**config.mk**
```make
export PLATFORM = sky130hd
export DESIGN_NAME = issue_stage
export DESIGN_NICKNAME = d
export VERILOG_FILES = /design/src/lc3b_isa_pkg.sv /design/src/tomasulo_pkg.sv /design/src/fetch_unit.sv /design/src/instr_queue.sv /design/src/issue_control.sv /design/src/issue_stage.sv /design/src/reg_status.sv
export SDC_FILE = /design/constraint.sdc
export NUM_CORES = 1
export LEC_CHECK = 0
export BUFFER_PORTS_ARGS = -buffer_cell sky130_fd_sc_hd__clkbuf_2
export CORE_AREA = 2 2 243 269
export DETAILED_ROUTE_END_ITERATION = 16
export DIE_AREA = 0 0 245 271
export GPL_TIMING_DRIVEN = 0
export PLACE_DENSITY = 0.58
export SLEW_MARGIN = 20
export SYNTH_ARGS = -nofsm -noshare
export SYNTH_HDL_FRONTEND = slang
export SYNTH_SLANG_ARGS = --single-unit
```
**constraint.sdc**
```tcl
create_clock -name clk -period 11.18 [get_ports clk]
set_input_delay 0.559 -clock clk [delete_from_list [all_inputs] [get_ports clk]]
set_output_delay 0.559 -clock clk [all_outputs]
set_load 0.01 [all_outputs]
```
**src/lc3b_isa_pkg.sv**
```systemverilog
package lc3b_isa_pkg;

	typedef logic [15:0] lc3b_word;
	typedef logic [2:0] lc3b_reg;

	localparam int reg_count = 8;
	localparam lc3b_reg link_reg = 3'd7;     // JSR/JSRR return address

	// Immediate and offset field widths
	localparam int imm5_width = 5;
	localparam int offset6_width = 6;
	localparam int offset9_width = 9;
	localparam int offset11_width = 11;

	typedef enum logic [3:0]
	{
		op_br   = 4'b0000,
		op_add  = 4'b0001,
		op_ldb  = 4'b0010,
		op_stb  = 4'b0011,
		op_jsr  = 4'b0100,   // JSR and JSRR
		op_and  = 4'b0101,
		op_ldr  = 4'b0110,
		op_str  = 4'b0111,
		op_rti  = 4'b1000,
		op_not  = 4'b1001,
		op_ldi  = 4'b1010,
		op_sti  = 4'b1011,
		op_jmp  = 4'b1100,
		op_shf  = 4'b1101,
		op_lea  = 4'b1110,
		op_trap = 4'b1111
	} lc3b_opcode;

endpackage

```
**src/tomasulo_pkg.sv**
```systemverilog
package tomasulo_pkg;

	// ROB entries are addressed by tag
	localparam int tag_width = 3;
	typedef logic [tag_width-1:0] rob_tag;

	// ALU reservation stations
	localparam int alu_station_count = 3;
	typedef logic [$clog2(alu_station_count)-1:0] station_id;

	// Instruction queue, depth kept a power of two
	localparam int queue_depth = 4;
	localparam int queue_ptr_width = $clog2(queue_depth);

endpackage
```
**src/fetch_unit.sv**
```systemverilog
`timescale 1ns/1ns

module fetch_unit
(
	input  logic clk,
	input  logic rst,
	input  logic redirect,
	input  lc3b_isa_pkg::lc3b_word redirect_pc,
	input  logic queue_full,
	output lc3b_isa_pkg::lc3b_word imem_addr,
	input  lc3b_isa_pkg::lc3b_word imem_rdata,
	output logic push,
	output lc3b_isa_pkg::lc3b_word push_instr,
	output lc3b_isa_pkg::lc3b_word push_pc
);

	lc3b_isa_pkg::lc3b_word pc;
	lc3b_isa_pkg::lc3b_word pc_next;

	assign pc_next = pc + 16'd2;
	assign imem_addr = pc;

	// Fetch stream after a taken redirect is stale, hold it back
	assign push = !queue_full && !redirect;
	assign push_instr = imem_rdata;
	assign push_pc = pc_next;       // LC-3b PC-relative base

	always_ff @(posedge clk)
	begin
		if (rst)
			pc <= '0;
		else if (redirect)
			pc <= redirect_pc;  // Queue flushes on the same edge
		else if (push)
			pc <= pc_next;
	end

endmodule

```
**src/instr_queue.sv**
```systemverilog
`timescale 1ns/1ns

module instr_queue
(
	input  logic clk,
	input  logic rst,
	input  logic flush,
	input  logic push,
	input  lc3b_isa_pkg::lc3b_word push_instr,
	input  lc3b_isa_pkg::lc3b_word push_pc,
	input  logic pop,
	output logic full,
	output logic instr_valid,
	output lc3b_isa_pkg::lc3b_word head_instr,
	output lc3b_isa_pkg::lc3b_word head_pc
);

	lc3b_isa_pkg::lc3b_word instr_mem [tomasulo_pkg::queue_depth];
	lc3b_isa_pkg::lc3b_word pc_mem [tomasulo_pkg::queue_depth];
	logic [tomasulo_pkg::queue_ptr_width-1:0] rd_ptr;
	logic [tomasulo_pkg::queue_ptr_width-1:0] wr_ptr;
	logic [tomasulo_pkg::queue_ptr_width:0] count;   // One extra bit for full

	assign full = (count == (tomasulo_pkg::queue_ptr_width+1)'(tomasulo_pkg::queue_depth));
	assign instr_valid = (count != '0);

	// Head is read straight out of the storage flops
	assign head_instr = instr_mem[rd_ptr];
	assign head_pc = pc_mem[rd_ptr];

	always_ff @(posedge clk)
	begin
		if (push)
		begin
			instr_mem[wr_ptr] <= push_instr;
			pc_mem[wr_ptr] <= push_pc;
		end
	end

	always_ff @(posedge clk)
	begin
		if (rst || flush)
		begin
			rd_ptr <= '0;
			wr_ptr <= '0;
			count <= '0;
		end
		else
		begin
			if (push)
				wr_ptr <= wr_ptr + 1'b1;    // Wraps at depth
			if (pop)
				rd_ptr <= rd_ptr + 1'b1;
			case ({push, pop})
				2'b10: count <= count + 1'b1;
				2'b01: count <= count - 1'b1;
				default: ;                  // Both or neither, no change
			endcase
		end
	end

	// Fetch and issue must respect the queue flags
	assert property (@(posedge clk) disable iff (rst) push |-> !full)
		else $error("push into full instruction queue");
	assert property (@(posedge clk) disable iff (rst) pop |-> instr_valid)
		else $error("pop from empty instruction queue");

endmodule

```
**src/issue_control.sv**
```systemverilog
`timescale 1ns/1ns

module issue_control
(
	input  logic instr_valid,
	input  lc3b_isa_pkg::lc3b_word instr, curr_pc,
	output logic pop,
	output logic redirect,
	output lc3b_isa_pkg::lc3b_word redirect_pc,
	// Register status table
	output lc3b_isa_pkg::lc3b_reg sr1, sr2, src_dst,
	input  lc3b_isa_pkg::lc3b_word sr1_value, sr2_value, src_dst_value,
	input  logic sr1_busy, sr2_busy, src_dst_busy,
	input  tomasulo_pkg::rob_tag sr1_tag, sr2_tag, src_dst_tag,
	output logic rename_en,
	output lc3b_isa_pkg::lc3b_reg rename_reg,
	output tomasulo_pkg::rob_tag rename_tag,
	// ROB
	input  logic rob_full,
	input  tomasulo_pkg::rob_tag rob_addr,
	output tomasulo_pkg::rob_tag rob_sr1_read_addr, rob_sr2_read_addr,
	input  lc3b_isa_pkg::lc3b_word rob_sr1_value, rob_sr2_value,
	input  logic rob_sr1_valid, rob_sr2_valid,
	output logic rob_write_enable,
	output lc3b_isa_pkg::lc3b_reg rob_dest,
	output lc3b_isa_pkg::lc3b_word rob_value,
	// CDB
	input  logic cdb_valid,
	input  tomasulo_pkg::rob_tag cdb_tag,
	input  lc3b_isa_pkg::lc3b_word cdb_data,
	// Station and buffer status, predictor
	input  logic [tomasulo_pkg::alu_station_count-1:0] alu_busy,
	input  logic ldstr_full,
	input  logic predict_bit,
	// ALU reservation stations
	output logic res_write_enable,
	output tomasulo_pkg::station_id res_station_id,
	output lc3b_isa_pkg::lc3b_opcode res_op,
	output lc3b_isa_pkg::lc3b_word res_vj, res_vk,
	output tomasulo_pkg::rob_tag res_qj, res_qk,
	output logic res_vj_valid, res_vk_valid,
	// Load/store buffer
	output logic ldstr_write_enable, ldstr_store,
	output lc3b_isa_pkg::lc3b_word ldstr_offset, ldstr_vbase, ldstr_vsrc,
	output logic ldstr_vbase_valid, ldstr_vsrc_valid,
	output tomasulo_pkg::rob_tag ldstr_qbase, ldstr_qsrc, ldstr_dest
);

	lc3b_isa_pkg::lc3b_opcode opcode;
	lc3b_isa_pkg::lc3b_word imm5, off6, pc_rel9, jsr_target;
	logic is_alu, is_mem, is_str, jsrr, use_imm, stall, go;
	logic a_ready, b_ready, b_busy;
	lc3b_isa_pkg::lc3b_word a_value, b_value, b_reg_value;
	tomasulo_pkg::rob_tag b_tag;

	// Returns {ready, value} by register, CDB, ROB priority
	function automatic logic [$bits(lc3b_isa_pkg::lc3b_word):0] resolve(
		input logic busy,
		input lc3b_isa_pkg::lc3b_word reg_val,
		input tomasulo_pkg::rob_tag tag,
		input logic rob_valid,
		input lc3b_isa_pkg::lc3b_word rob_val);
		if (!busy)
			return {1'b1, reg_val};
		if (cdb_valid && cdb_tag == tag)
			return {1'b1, cdb_data};    // Result on the bus this cycle
		if (rob_valid)
			return {1'b1, rob_val};     // Done but not committed
		return {1'b0, 16'h0000};
	endfunction

	assign opcode = lc3b_isa_pkg::lc3b_opcode'(instr[15:12]);
	assign sr1 = instr[8:6];
	assign sr2 = instr[2:0];
	assign src_dst = instr[11:9];     // Destination, or store source

	assign is_alu = opcode inside {lc3b_isa_pkg::op_add, lc3b_isa_pkg::op_and,
		lc3b_isa_pkg::op_not};
	assign is_mem = opcode inside {lc3b_isa_pkg::op_ldr, lc3b_isa_pkg::op_str};
	assign is_str = (opcode == lc3b_isa_pkg::op_str);
	assign jsrr = (opcode == lc3b_isa_pkg::op_jsr) && !instr[11];
	assign use_imm = (opcode == lc3b_isa_pkg::op_not) || instr[5];

	assign imm5 = lc3b_isa_pkg::lc3b_word'($signed(instr[lc3b_isa_pkg::imm5_width-1:0]));
	assign off6 = lc3b_isa_pkg::lc3b_word'($signed(instr[lc3b_isa_pkg::offset6_width-1:0])) << 1;
	assign pc_rel9 = curr_pc
		+ (lc3b_isa_pkg::lc3b_word'($signed(instr[lc3b_isa_pkg::offset9_width-1:0])) << 1);
	assign jsr_target = instr[11] ? curr_pc
		+ (lc3b_isa_pkg::lc3b_word'($signed(instr[lc3b_isa_pkg::offset11_width-1:0])) << 1)
		: a_value;

	// Second ROB lookup serves the store data register on STR
	assign b_busy = is_str ? src_dst_busy : sr2_busy;
	assign b_reg_value = is_str ? src_dst_value : sr2_value;
	assign b_tag = is_str ? src_dst_tag : sr2_tag;
	assign rob_sr1_read_addr = sr1_tag;
	assign rob_sr2_read_addr = b_tag;

	always_comb
	begin
		{a_ready, a_value} = resolve(sr1_busy, sr1_value, sr1_tag, rob_sr1_valid, rob_sr1_value);
		{b_ready, b_value} = resolve(b_busy, b_reg_value, b_tag, rob_sr2_valid, rob_sr2_value);
	end

	assign stall = rob_full
		|| (is_alu && (&alu_busy))
		|| (is_mem && ldstr_full)
		|| (jsrr && !a_ready);        // Target unknown, hold the head
	assign go = instr_valid && !stall;
	assign pop = go;

	// Lowest numbered free station
	always_comb
	begin
		res_station_id = '0;
		for (int i = tomasulo_pkg::alu_station_count - 1; i >= 0; i--)
		begin
			if (!alu_busy[i])
				res_station_id = tomasulo_pkg::station_id'(i);
		end
	end

	// Payloads, qualified by the write strobes
	assign res_op = opcode;
	assign res_vj = a_value;
	assign res_vj_valid = a_ready;
	assign res_qj = a_ready ? '0 : sr1_tag;
	assign res_vk = use_imm ? imm5 : b_value;
	assign res_vk_valid = use_imm || b_ready;
	assign res_qk = res_vk_valid ? '0 : b_tag;
	assign ldstr_store = is_str;
	assign ldstr_offset = off6;
	assign ldstr_vbase = a_value;
	assign ldstr_vbase_valid = a_ready;
	assign ldstr_qbase = a_ready ? '0 : sr1_tag;
	assign ldstr_vsrc = b_value;
	assign ldstr_vsrc_valid = b_ready || !is_str;
	assign ldstr_qsrc = ldstr_vsrc_valid ? '0 : b_tag;
	assign ldstr_dest = rob_addr;
	assign rename_tag = rob_addr;
	assign redirect_pc = (opcode == lc3b_isa_pkg::op_jsr) ? jsr_target : pc_rel9;

	always_comb
	begin
		res_write_enable = 1'b0;
		ldstr_write_enable = 1'b0;
		rob_write_enable = 1'b0;
		rob_dest = src_dst;
		rob_value = '0;
		rename_en = 1'b0;
		rename_reg = src_dst;
		redirect = 1'b0;
		if (go)
		begin
			case (opcode)
				lc3b_isa_pkg::op_add, lc3b_isa_pkg::op_and, lc3b_isa_pkg::op_not:
				begin
					res_write_enable = 1'b1;
					rob_write_enable = 1'b1;
					rename_en = 1'b1;
				end
				lc3b_isa_pkg::op_ldr:
				begin
					ldstr_write_enable = 1'b1;
					rob_write_enable = 1'b1;
					rename_en = 1'b1;
				end
				lc3b_isa_pkg::op_str:
				begin
					ldstr_write_enable = 1'b1;
					rob_write_enable = 1'b1;
					rob_dest = '0;          // No register result
				end
				lc3b_isa_pkg::op_br:
				begin
					rob_write_enable = 1'b1;    // rob_dest carries nzp
					if (predict_bit)
					begin
						rob_value = curr_pc;    // Recovery PC if mispredicted
						redirect = 1'b1;
					end
					else
						rob_value = pc_rel9;
				end
				lc3b_isa_pkg::op_lea:
				begin
					rob_write_enable = 1'b1;
					rob_value = pc_rel9;
					rename_en = 1'b1;
				end
				lc3b_isa_pkg::op_jsr:
				begin
					rob_write_enable = 1'b1;
					rob_value = curr_pc;        // Return address
					rob_dest = lc3b_isa_pkg::link_reg;
					rename_en = 1'b1;
					rename_reg = lc3b_isa_pkg::link_reg;
					redirect = 1'b1;
				end
				default: ;                      // Unsupported, dropped at issue
			endcase
		end
	end

endmodule

```
**src/issue_stage.sv**
```systemverilog
`timescale 1ns/1ns

module issue_stage
(
	input  logic clk, rst,
	output lc3b_isa_pkg::lc3b_word imem_addr,
	input  lc3b_isa_pkg::lc3b_word imem_rdata,
	input  logic cdb_valid,
	input  tomasulo_pkg::rob_tag cdb_tag,
	input  lc3b_isa_pkg::lc3b_word cdb_data,
	input  logic rob_full,
	input  tomasulo_pkg::rob_tag rob_addr,
	output tomasulo_pkg::rob_tag rob_sr1_read_addr, rob_sr2_read_addr,
	input  lc3b_isa_pkg::lc3b_word rob_sr1_value, rob_sr2_value,
	input  logic rob_sr1_valid, rob_sr2_valid,
	input  logic [tomasulo_pkg::alu_station_count-1:0] alu_busy,
	input  logic ldstr_full,
	input  logic predict_bit,
	output logic pop, redirect,
	output lc3b_isa_pkg::lc3b_word redirect_pc,
	output logic rob_write_enable,
	output lc3b_isa_pkg::lc3b_reg rob_dest,
	output lc3b_isa_pkg::lc3b_word rob_value,
	output logic res_write_enable,
	output tomasulo_pkg::station_id res_station_id,
	output lc3b_isa_pkg::lc3b_opcode res_op,
	output lc3b_isa_pkg::lc3b_word res_vj, res_vk,
	output tomasulo_pkg::rob_tag res_qj, res_qk,
	output logic res_vj_valid, res_vk_valid,
	output logic ldstr_write_enable, ldstr_store,
	output lc3b_isa_pkg::lc3b_word ldstr_offset, ldstr_vbase, ldstr_vsrc,
	output logic ldstr_vbase_valid, ldstr_vsrc_valid,
	output tomasulo_pkg::rob_tag ldstr_qbase, ldstr_qsrc, ldstr_dest
);

	// Fetch to queue
	logic push, queue_full;
	lc3b_isa_pkg::lc3b_word push_instr, push_pc;
	// Queue head
	logic instr_valid;
	lc3b_isa_pkg::lc3b_word head_instr, head_pc;
	// Register status lookups and rename
	lc3b_isa_pkg::lc3b_reg sr1, sr2, src_dst, rename_reg;
	lc3b_isa_pkg::lc3b_word sr1_value, sr2_value, src_dst_value;
	logic sr1_busy, sr2_busy, src_dst_busy, rename_en;
	tomasulo_pkg::rob_tag sr1_tag, sr2_tag, src_dst_tag, rename_tag;

	fetch_unit fetch
	(
		.clk, .rst, .redirect, .redirect_pc, .queue_full,
		.imem_addr, .imem_rdata, .push, .push_instr, .push_pc
	);

	instr_queue queue
	(
		.clk, .rst, .flush(redirect), .push, .push_instr, .push_pc, .pop,
		.full(queue_full), .instr_valid, .head_instr, .head_pc
	);

	reg_status regs
	(
		.clk, .rst, .sr1, .sr2, .src_dst,
		.sr1_value, .sr2_value, .src_dst_value,
		.sr1_busy, .sr2_busy, .src_dst_busy,
		.sr1_tag, .sr2_tag, .src_dst_tag,
		.rename_en, .rename_reg, .rename_tag,
		.cdb_valid, .cdb_tag, .cdb_data
	);

	issue_control issue
	(
		.instr_valid, .instr(head_instr), .curr_pc(head_pc),
		.pop, .redirect, .redirect_pc,
		.sr1, .sr2, .src_dst, .sr1_value, .sr2_value, .src_dst_value,
		.sr1_busy, .sr2_busy, .src_dst_busy, .sr1_tag, .sr2_tag, .src_dst_tag,
		.rename_en, .rename_reg, .rename_tag,
		.rob_full, .rob_addr, .rob_sr1_read_addr, .rob_sr2_read_addr,
		.rob_sr1_value, .rob_sr2_value, .rob_sr1_valid, .rob_sr2_valid,
		.rob_write_enable, .rob_dest, .rob_value,
		.cdb_valid, .cdb_tag, .cdb_data,
		.alu_busy, .ldstr_full, .predict_bit,
		.res_write_enable, .res_station_id, .res_op, .res_vj, .res_vk,
		.res_qj, .res_qk, .res_vj_valid, .res_vk_valid,
		.ldstr_write_enable, .ldstr_store, .ldstr_offset, .ldstr_vbase,
		.ldstr_vbase_valid, .ldstr_qbase, .ldstr_vsrc, .ldstr_vsrc_valid,
		.ldstr_qsrc, .ldstr_dest
	);

endmodule

```
**src/reg_status.sv**
```systemverilog
`timescale 1ns/1ns

module reg_status
(
	input  logic clk,
	input  logic rst,
	input  lc3b_isa_pkg::lc3b_reg sr1,
	input  lc3b_isa_pkg::lc3b_reg sr2,
	input  lc3b_isa_pkg::lc3b_reg src_dst,
	output lc3b_isa_pkg::lc3b_word sr1_value,
	output lc3b_isa_pkg::lc3b_word sr2_value,
	output lc3b_isa_pkg::lc3b_word src_dst_value,
	output logic sr1_busy,
	output logic sr2_busy,
	output logic src_dst_busy,
	output tomasulo_pkg::rob_tag sr1_tag,
	output tomasulo_pkg::rob_tag sr2_tag,
	output tomasulo_pkg::rob_tag src_dst_tag,
	input  logic rename_en,
	input  lc3b_isa_pkg::lc3b_reg rename_reg,
	input  tomasulo_pkg::rob_tag rename_tag,
	input  logic cdb_valid,
	input  tomasulo_pkg::rob_tag cdb_tag,
	input  lc3b_isa_pkg::lc3b_word cdb_data
);

	lc3b_isa_pkg::lc3b_word value [lc3b_isa_pkg::reg_count];
	logic [lc3b_isa_pkg::reg_count-1:0] busy;
	tomasulo_pkg::rob_tag tag [lc3b_isa_pkg::reg_count];

	// Three combinational read ports
	assign sr1_value = value[sr1];
	assign sr1_busy = busy[sr1];
	assign sr1_tag = tag[sr1];
	assign sr2_value = value[sr2];
	assign sr2_busy = busy[sr2];
	assign sr2_tag = tag[sr2];
	assign src_dst_value = value[src_dst];
	assign src_dst_busy = busy[src_dst];
	assign src_dst_tag = tag[src_dst];

	always_ff @(posedge clk)
	begin
		if (rst)
		begin
			for (int i = 0; i < lc3b_isa_pkg::reg_count; i++)
			begin
				value[i] <= '0;
				busy[i] <= 1'b0;
				tag[i] <= '0;
			end
		end
		else
		begin
			for (int i = 0; i < lc3b_isa_pkg::reg_count; i++)
			begin
				if (rename_en && rename_reg == lc3b_isa_pkg::lc3b_reg'(i))
				begin
					busy[i] <= 1'b1;        // New producer takes over
					tag[i] <= rename_tag;
				end
				else if (cdb_valid && busy[i] && tag[i] == cdb_tag)
				begin
					value[i] <= cdb_data;
					busy[i] <= 1'b0;
				end
			end
		end
	end

endmodule

```
==> summary.md, run 1 <==
| Metric | Value |
|---|---|
| First-pass GRT wire length | `98.87 mm` |
| Number of fill cells in the layout | `around 6200` |
| Clock period minus worst slack | `6.523 ns` |
| FF+latch area | `9069 um2` |
| WL final | `roughly 70 mm` |
| Grt met1 use | `25.70%` |
| Worst VDD drop | `0.2121 mV` |
| Post-synth EDFFs | `280` |
| Slew @ Worst Pin | `1.160 ns` |
| Worst Path Buf+Inv | `4` |
| Initial DRC Count | `~1400` |
| Area leader, netlist | `edfxtp_1` |
| Worst path max stage delay | `0.69 ns` |
| Vias per std cell | `5.471` |
| Seq cells post-synth | `313` |
| Tot Pwr | `7.890 mW` |
| Worst Hold Class | `in2reg` |
| Synthesized area | `18930 um2` |
| Clock root cell | `clkbuf_16` |
| Initial DRT Pass Iterations | `5` |
| CP max stage cell | `clkbuf_1` |
| Wirelength per Cell | `25.99 um` |
| H-tree depth | `1` |
| Worst EP arrival | `5.96 ns` |
| Net count after synthesis | `1651` |
| Main synth FF type | `edfxtp_1` |
| Most frequent cells in the layout | `280 x edfxtp_1, 248 x clkbuf_2, 211 x nor2_1` |
| CP max FO | `10` |
| Routed Antenna Nets | `0` |
| Final hold vios | `0` |
| CTS tree | `yes` |
| Status | `finished, final reports clean` |
| Leakage | `8.587 nW` |
| Setup tns final | `0 ns` |
| Pwr/cell area | `353.2 nW/um2` |
| Synth Warn # | `0` |
| Vias in the first global route | `14570` |
| Congestion Overflow GR | `0` |
| Starting Density | `29.82%` |
| Top Ports | `249` |
| Multi-input logic area | `approximately 9000 um2` |
| CTS hold repair buffers | `0` |
| Critical path class | `reg2out` |
| Top delay family on crit path | `buffers and inverters` |
| Post CTS Setup Buffer Count | `0` |
| Worst-path clk slew | `0.06 ns` |
| Period utilization | `58.34%` |
| Commonest non-fill, non-tap cell in the layout | `edfxtp_1` |
| Main area contributors after synthesis | `edfxtp_1 44%, mux4_2 15%, nor2_1 4.2%` |
| Antenna violations before repair | `2` |
| RePlAce Congestion | `0.9287` |
| Yosys top cell area share | `44.42%` |
| Max-cap violations | `0` |
| P&R area growth vs syn | `18.03%` |
| Die Footprint | `66400 um2` |
| Crit path cell chain | `buf_2, clkbuf_1, clkbuf_1, mux4_2, ha_1, o21ai_0, or3b_2, o221a_2, a311oi_1, a21oi_1, xnor2_1, nand2_1, o21ai_0, a21boi_0, clkbuf_2` |
| CP endpoint kind | `output port` |
| Finish-stage setup viols | `0` |
| I/O Buffers | `246` |
| HPWL Detailed | `approximately 52 mm` |
| Yosys cell types | `80` |
| Mean Syn Cell Area | `12.27 um2` |
| Area of the core | `63470 um2` |
| DRC | `0` |
| DR vias | `14730` |
| Num CTS Buffers | `31` |
| Skew final | `0.02499 ns` |
| Crit start category | `register` |
| Clock Latency Late Sink | `roughly 0.60 ns` |
| M2 GR Usage | `33.93%` |
| Register area share after synthesis | `47.91%` |
| Nets | `roughly 1900` |
| Final Max Tran Viols | `0` |
| Die Ht | `271 um` |
| Fmax | `153.3 MHz` |
| Met3 Use GR | `4.573%` |
| Longest Clk Path Bufs | `3` |
| Total Routing Usage GR | `20.48%` |
| Critical Path RT | `around 11 ns` |
| Rel. slew slack | `roughly 22%` |
| Ys async rst share | `0%` |
| Clock sinks | `around 310` |
| Post-Syn Instances | `1543` |
| Gr busiest metal | `met2` |
| RSZ-0062 raised after global routing | `false` |
| Chip width | `245 um` |
| Pin count of the biggest net entering global routing | `20` |
| Cts repair resizes | `0` |
| Layout cells sized above 1 | `30.31%` |
| Row cnt | `a little under 100` |
## synth_stat cells (4+ instances only)
cell and count:
nand2b_1 15, or2_2 4, a211oi_1 39, edfxtp_1 280, a22oi_1 30, o21bai_1 4, a311oi_1 5, o211ai_1 4
xor2_1 35, nor3_1 28, a21o_1 20, o21a_1 6, clkbuf_1 49, nand2_1 107, nand4_1 11, mux2i_1 78
a221o_1 23, nand3_1 37, a21oi_1 48, nor4_1 4, and2_1 9, and3_1 10, mux2_2 11, o21ai_0 17
nor2b_1 32, buf_4 41, inv_1 39, xnor2_1 41, buf_6 8, nor2_1 211, buf_1 8, buf_2 26
ha_1 25, dfxtp_1 33, mux4_2 129, inv_2 4
## layout make-up
cell class / count / share of cell area, %
clock buffers: 40 / 3.624
flip-flops and latches: 313 / 40.60
diodes: 1 / 0.01120
multi-input cells: 1055 / 40.23
well taps: 841 / 4.710
inverters: 43 / 0.7225
plain buffers: 132 / 3.344
clock inverters: 18 / 0.8289
repair buffers: 250 / 5.937
## final timing paths
kind                               startpoint                     to  slack (ns)  depth (start not counted)
worst max-delay path                 register        redirect_pc[15]        4.66                         15
worst min-delay path            imem_rdata[4]  queue.instr_mem[1][4]        0.18                          1
worst max register to register       register      regs.value[2][12]        5.56                         12
worst min register to register   regs.busy[4]           regs.busy[4]        0.53                          2
## cell families (layout without fill, tap and decap cells)
family | count (synthesis) | after routing | synth area share (%)
flip-flops | 313 | 313 | 47.91
XOR/XNOR | 76 | 76 | 3.517
other | 1 | 2 | 0.01981
AND/OR/NAND/NOR | 490 | 490 | 11.97
adder cells (fa/ha/maj) | 27 | 27 | 1.864
AO/OA/AOI/OAI | 238 | 238 | 9.341
buffers and inverters | 175 | 483 | 4.773
multiplexers | 223 | 223 | 20.61
## report_power, final
part           internal (mW)  switching, mW
clock                  0.583          0.462
combinational           2.05           3.19
sequential              1.51         0.0884
## registers in the layout (all words and copies together) (netlist names), named ones only
name / count
regs.busy: 8
queue.instr_mem: 64
queue.count: 3
regs.tag: 24
queue.wr_ptr: 2
fetch.imem_addr: 16
queue.pc_mem: 64
queue.rd_ptr: 2
regs.value: 128
## layer usage
metal	vias up	wire (um)
met4	2	3165
met5	-	13
met3	134	6310
li1	6423	-
met1	7488	27290
met2	686	33220
## worst register-to-register path: cells and delay by family (launching register included)
family | cells | cell delay, ns
AND/OR/NAND/NOR | 7 | 2.43
flip-flops | 1 | 0.53
AO/OA/AOI/OAI | 1 | 0.31
buffers and inverters | 3 | 1.49
multiplexers | 1 | 0.31
## stage by stage
step / hold slack [ns] / util, % / instance area (um2) / setup slack [ns] / std cells
2_1_floorplan: 0.4790 / - / 18930 / 6.187 / 1543
3_3_place_gp: 0.5184 / 33.42 / 21210 / 4.999 / 2630
3_5_place_dp: 0.5154 / 33.62 / 21340 / 4.940 / 2634
4_1_cts: 0.1571 / 35.19 / 22340 / 4.276 / 2692
5_1_grt: 0.1708 / 35.19 / 22340 / 4.421 / 2692
6_report: 0.1772 / 35.19 / 22340 / 4.657 / 2693
(Power assumes the default switching activity.)
==> inputs of run 2 (changes only) <==
==> constraint.sdc (replaced) <==
create_clock -name clk -period 6.2 [get_ports clk]
set_input_delay 0.31 -clock clk [delete_from_list [all_inputs] [get_ports clk]]
set_output_delay 0.31 -clock clk [all_outputs]
set_load 0.01 [all_outputs]
==> run 2 against run 1 <==
Effect of this change: critical path depth did not move; count of clock-buffer cells in the layout did not move; critical endpoint unchanged; largest power group unchanged; cell count rose by 0.56%.
==> summary.md, run 2 (same netlist as run 1, synthesis figures left out) <==
| Metric | Value |
|---|---|
| RSZ-0062 raised after global routing | `false` |
| Finish-stage setup viols | `0` |
| Worst hold path depth | `3` |
| Area of the core | `approximately 63000 um2` |
| Leakage | `8.662 nW` |
| Max-cap violations | `0` |
| RePlAce Congestion | `0.9287` |
| Skew final | `0.02748 ns` |
| Vias in the first global route | `approximately 15000` |
| HPWL Detailed | `roughly 52 mm` |
| H-tree depth | `1` |
| Worst reg2reg path depth | `12` |
| Clock root cell | `clkbuf_16` |
| DRC | `0` |
| Commonest non-fill, non-tap cell in the layout | `edfxtp_1` |
| CTS tree | `yes` |
| Rel. slew slack | `23.59%` |
| Worst VDD drop | `0.3810 mV` |
| Clock sinks | `313` |
| Routed Antenna Nets | `0` |
| Layout cells sized above 1 | `30.23%` |
| Longest Clk Path Bufs | `3` |
| Worst Hold Class | `in2reg` |
| Num CTS Buffers | `31` |
| CP endpoint kind | `output port` |
| P&R area growth vs syn | `18.91%` |
| Pin count of the biggest net entering global routing | `20` |
| Critical Path RT | `between 5 and 6 ns` |
| Post CTS Setup Buffer Count | `0` |
| Nets | `~2000` |
| Worst-path clk slew | `0.07 ns` |
| Antenna violations before repair | `2` |
| Die Ht | `271 um` |
| Clock Latency Late Sink | `around 0.6 ns` |
| Wirelength per Cell | `25.97 um` |
| DR vias | `approximately 15000` |
| Top reg by flops | `regs.value` |
| First-pass GRT wire length | `99.16 mm` |
| Final Max Tran Viols | `0` |
| Starting Density | `29.82%` |
| Period utilization | `95.47%` |
| Clock period minus worst slack | `about 5.9 ns` |
| Max reg flops | `128` |
| Top Ports | `249` |
| Total Routing Usage GR | `20.52%` |
| Largest regs | `regs.value x128, queue.instr_mem x64, queue.pc_mem x64` |
| I/O Buffers | `between 200 and 250` |
| Vias per std cell | `5.477` |
| Setup tns final | `0 ns` |
| Crit start category | `register` |
| Chip width | `approximately 250 um` |
| Worst EP arrival | `between 5 and 6 ns` |
| Tot Pwr | `~14 mW` |
| Initial DRT Pass Iterations | `5` |
| Fmax | `169.0 MHz` |
| Critical path class | `reg2out` |
| Row cnt | `97` |
| Congestion Overflow GR | `0` |
| Final hold vios | `0` |
| Most frequent cells in the layout | `280 x edfxtp_1, 249 x clkbuf_2, 211 x nor2_1` |
| CP max FO | `10` |
| Die Footprint | `around 66000 um2` |
| Pwr/cell area | `633.2 nW/um2` |
| Slew @ Worst Pin | `1.143 ns` |
| Initial DRC Count | `1398` |
| Status | `finished, final reports clean` |
| WL final | `70.32 mm` |
[run 2: repair_timing]
item,in CTS,in global routing
endpoints found under the setup margin,11,2
hold endpoints to repair,64,0
hold buffers,16,0
resized for setup,5,4
[run 2: critical path, stage by stage (launching register included)]
cell      delay, ns
dfxtp_1        0.52
buf_2          0.33
clkbuf_2       0.41
clkbuf_1       0.63
mux4_2         0.47
ha_1           0.38
o21ai_0        0.16
or3b_2         0.45
o221a_2        0.18
a311oi_1       0.46
a21oi_1        0.15
xnor2_1        0.17
nand2_1        0.07
o21ai_0        0.08
a21boi_0       0.32
clkbuf_2       0.20
[run 2: power by group]
group | switching (mW) | total, mW | leakage, nW | internal (mW)
clock | 0.831 | 1.88 | 0.485 | 1.05
combinational | 5.77 | 9.48 | 5.14 | 3.71
sequential | 0.160 | 2.89 | 3.03 | 2.73
total | 6.76 | 14.3 | 8.66 | 7.49
[run 2: layout make-up]
class | count | area (um2)
Tap cell | 841 | 1052
Multi-Input combinational cell | 1055 | 8986
Sequential cell | 313 | 9069
Timing Repair Buffer | 266 | 1486
Antenna cell | 1 | 2.502
Clock buffer | 40 | 809.5
Inverter | 43 | 161.4
Clock inverter | 18 | 185.2
Buffer | 131 | 753.2
Fill cell | 6231 | 40970
[run 2: worst paths after layout]
path                      from           endpoint  slack, ns
setup / recovery      register    redirect_pc[15]       0.28
hold / removal    cdb_data[13]  regs.value[7][13]       0.22
setup reg to reg      register   regs.value[2][9]       0.65
hold reg to reg   regs.busy[4]       regs.busy[4]       0.53
[run 2: through the flow]
stage	instance area (um2)	setup slack [ns]	utilization (%)	cells	hold slack, ns
after floorplan	18930	1.456	-	1543	0.4089
after global placement	21210	0.2677	33.42	2630	0.5184
after detailed placement	21340	0.2093	33.62	2634	0.5154
after CTS	22510	0.008407	35.47	2708	0.1879
after global routing	22510	0.02274	35.46	2708	0.2451
final	22510	0.2811	35.46	2708	0.2232
[run 2: metal layers]
layer,share of wire [%],track usage (%),vias to the layer above,routed length (um)
li1,-,-,6457,-
met1,39,25.61,7487,27470
met2,47,34.04,743,33300
met3,9.0,4.603,143,6319
met4,4.6,8.809,2,3221
met5,0.018,0,-,13
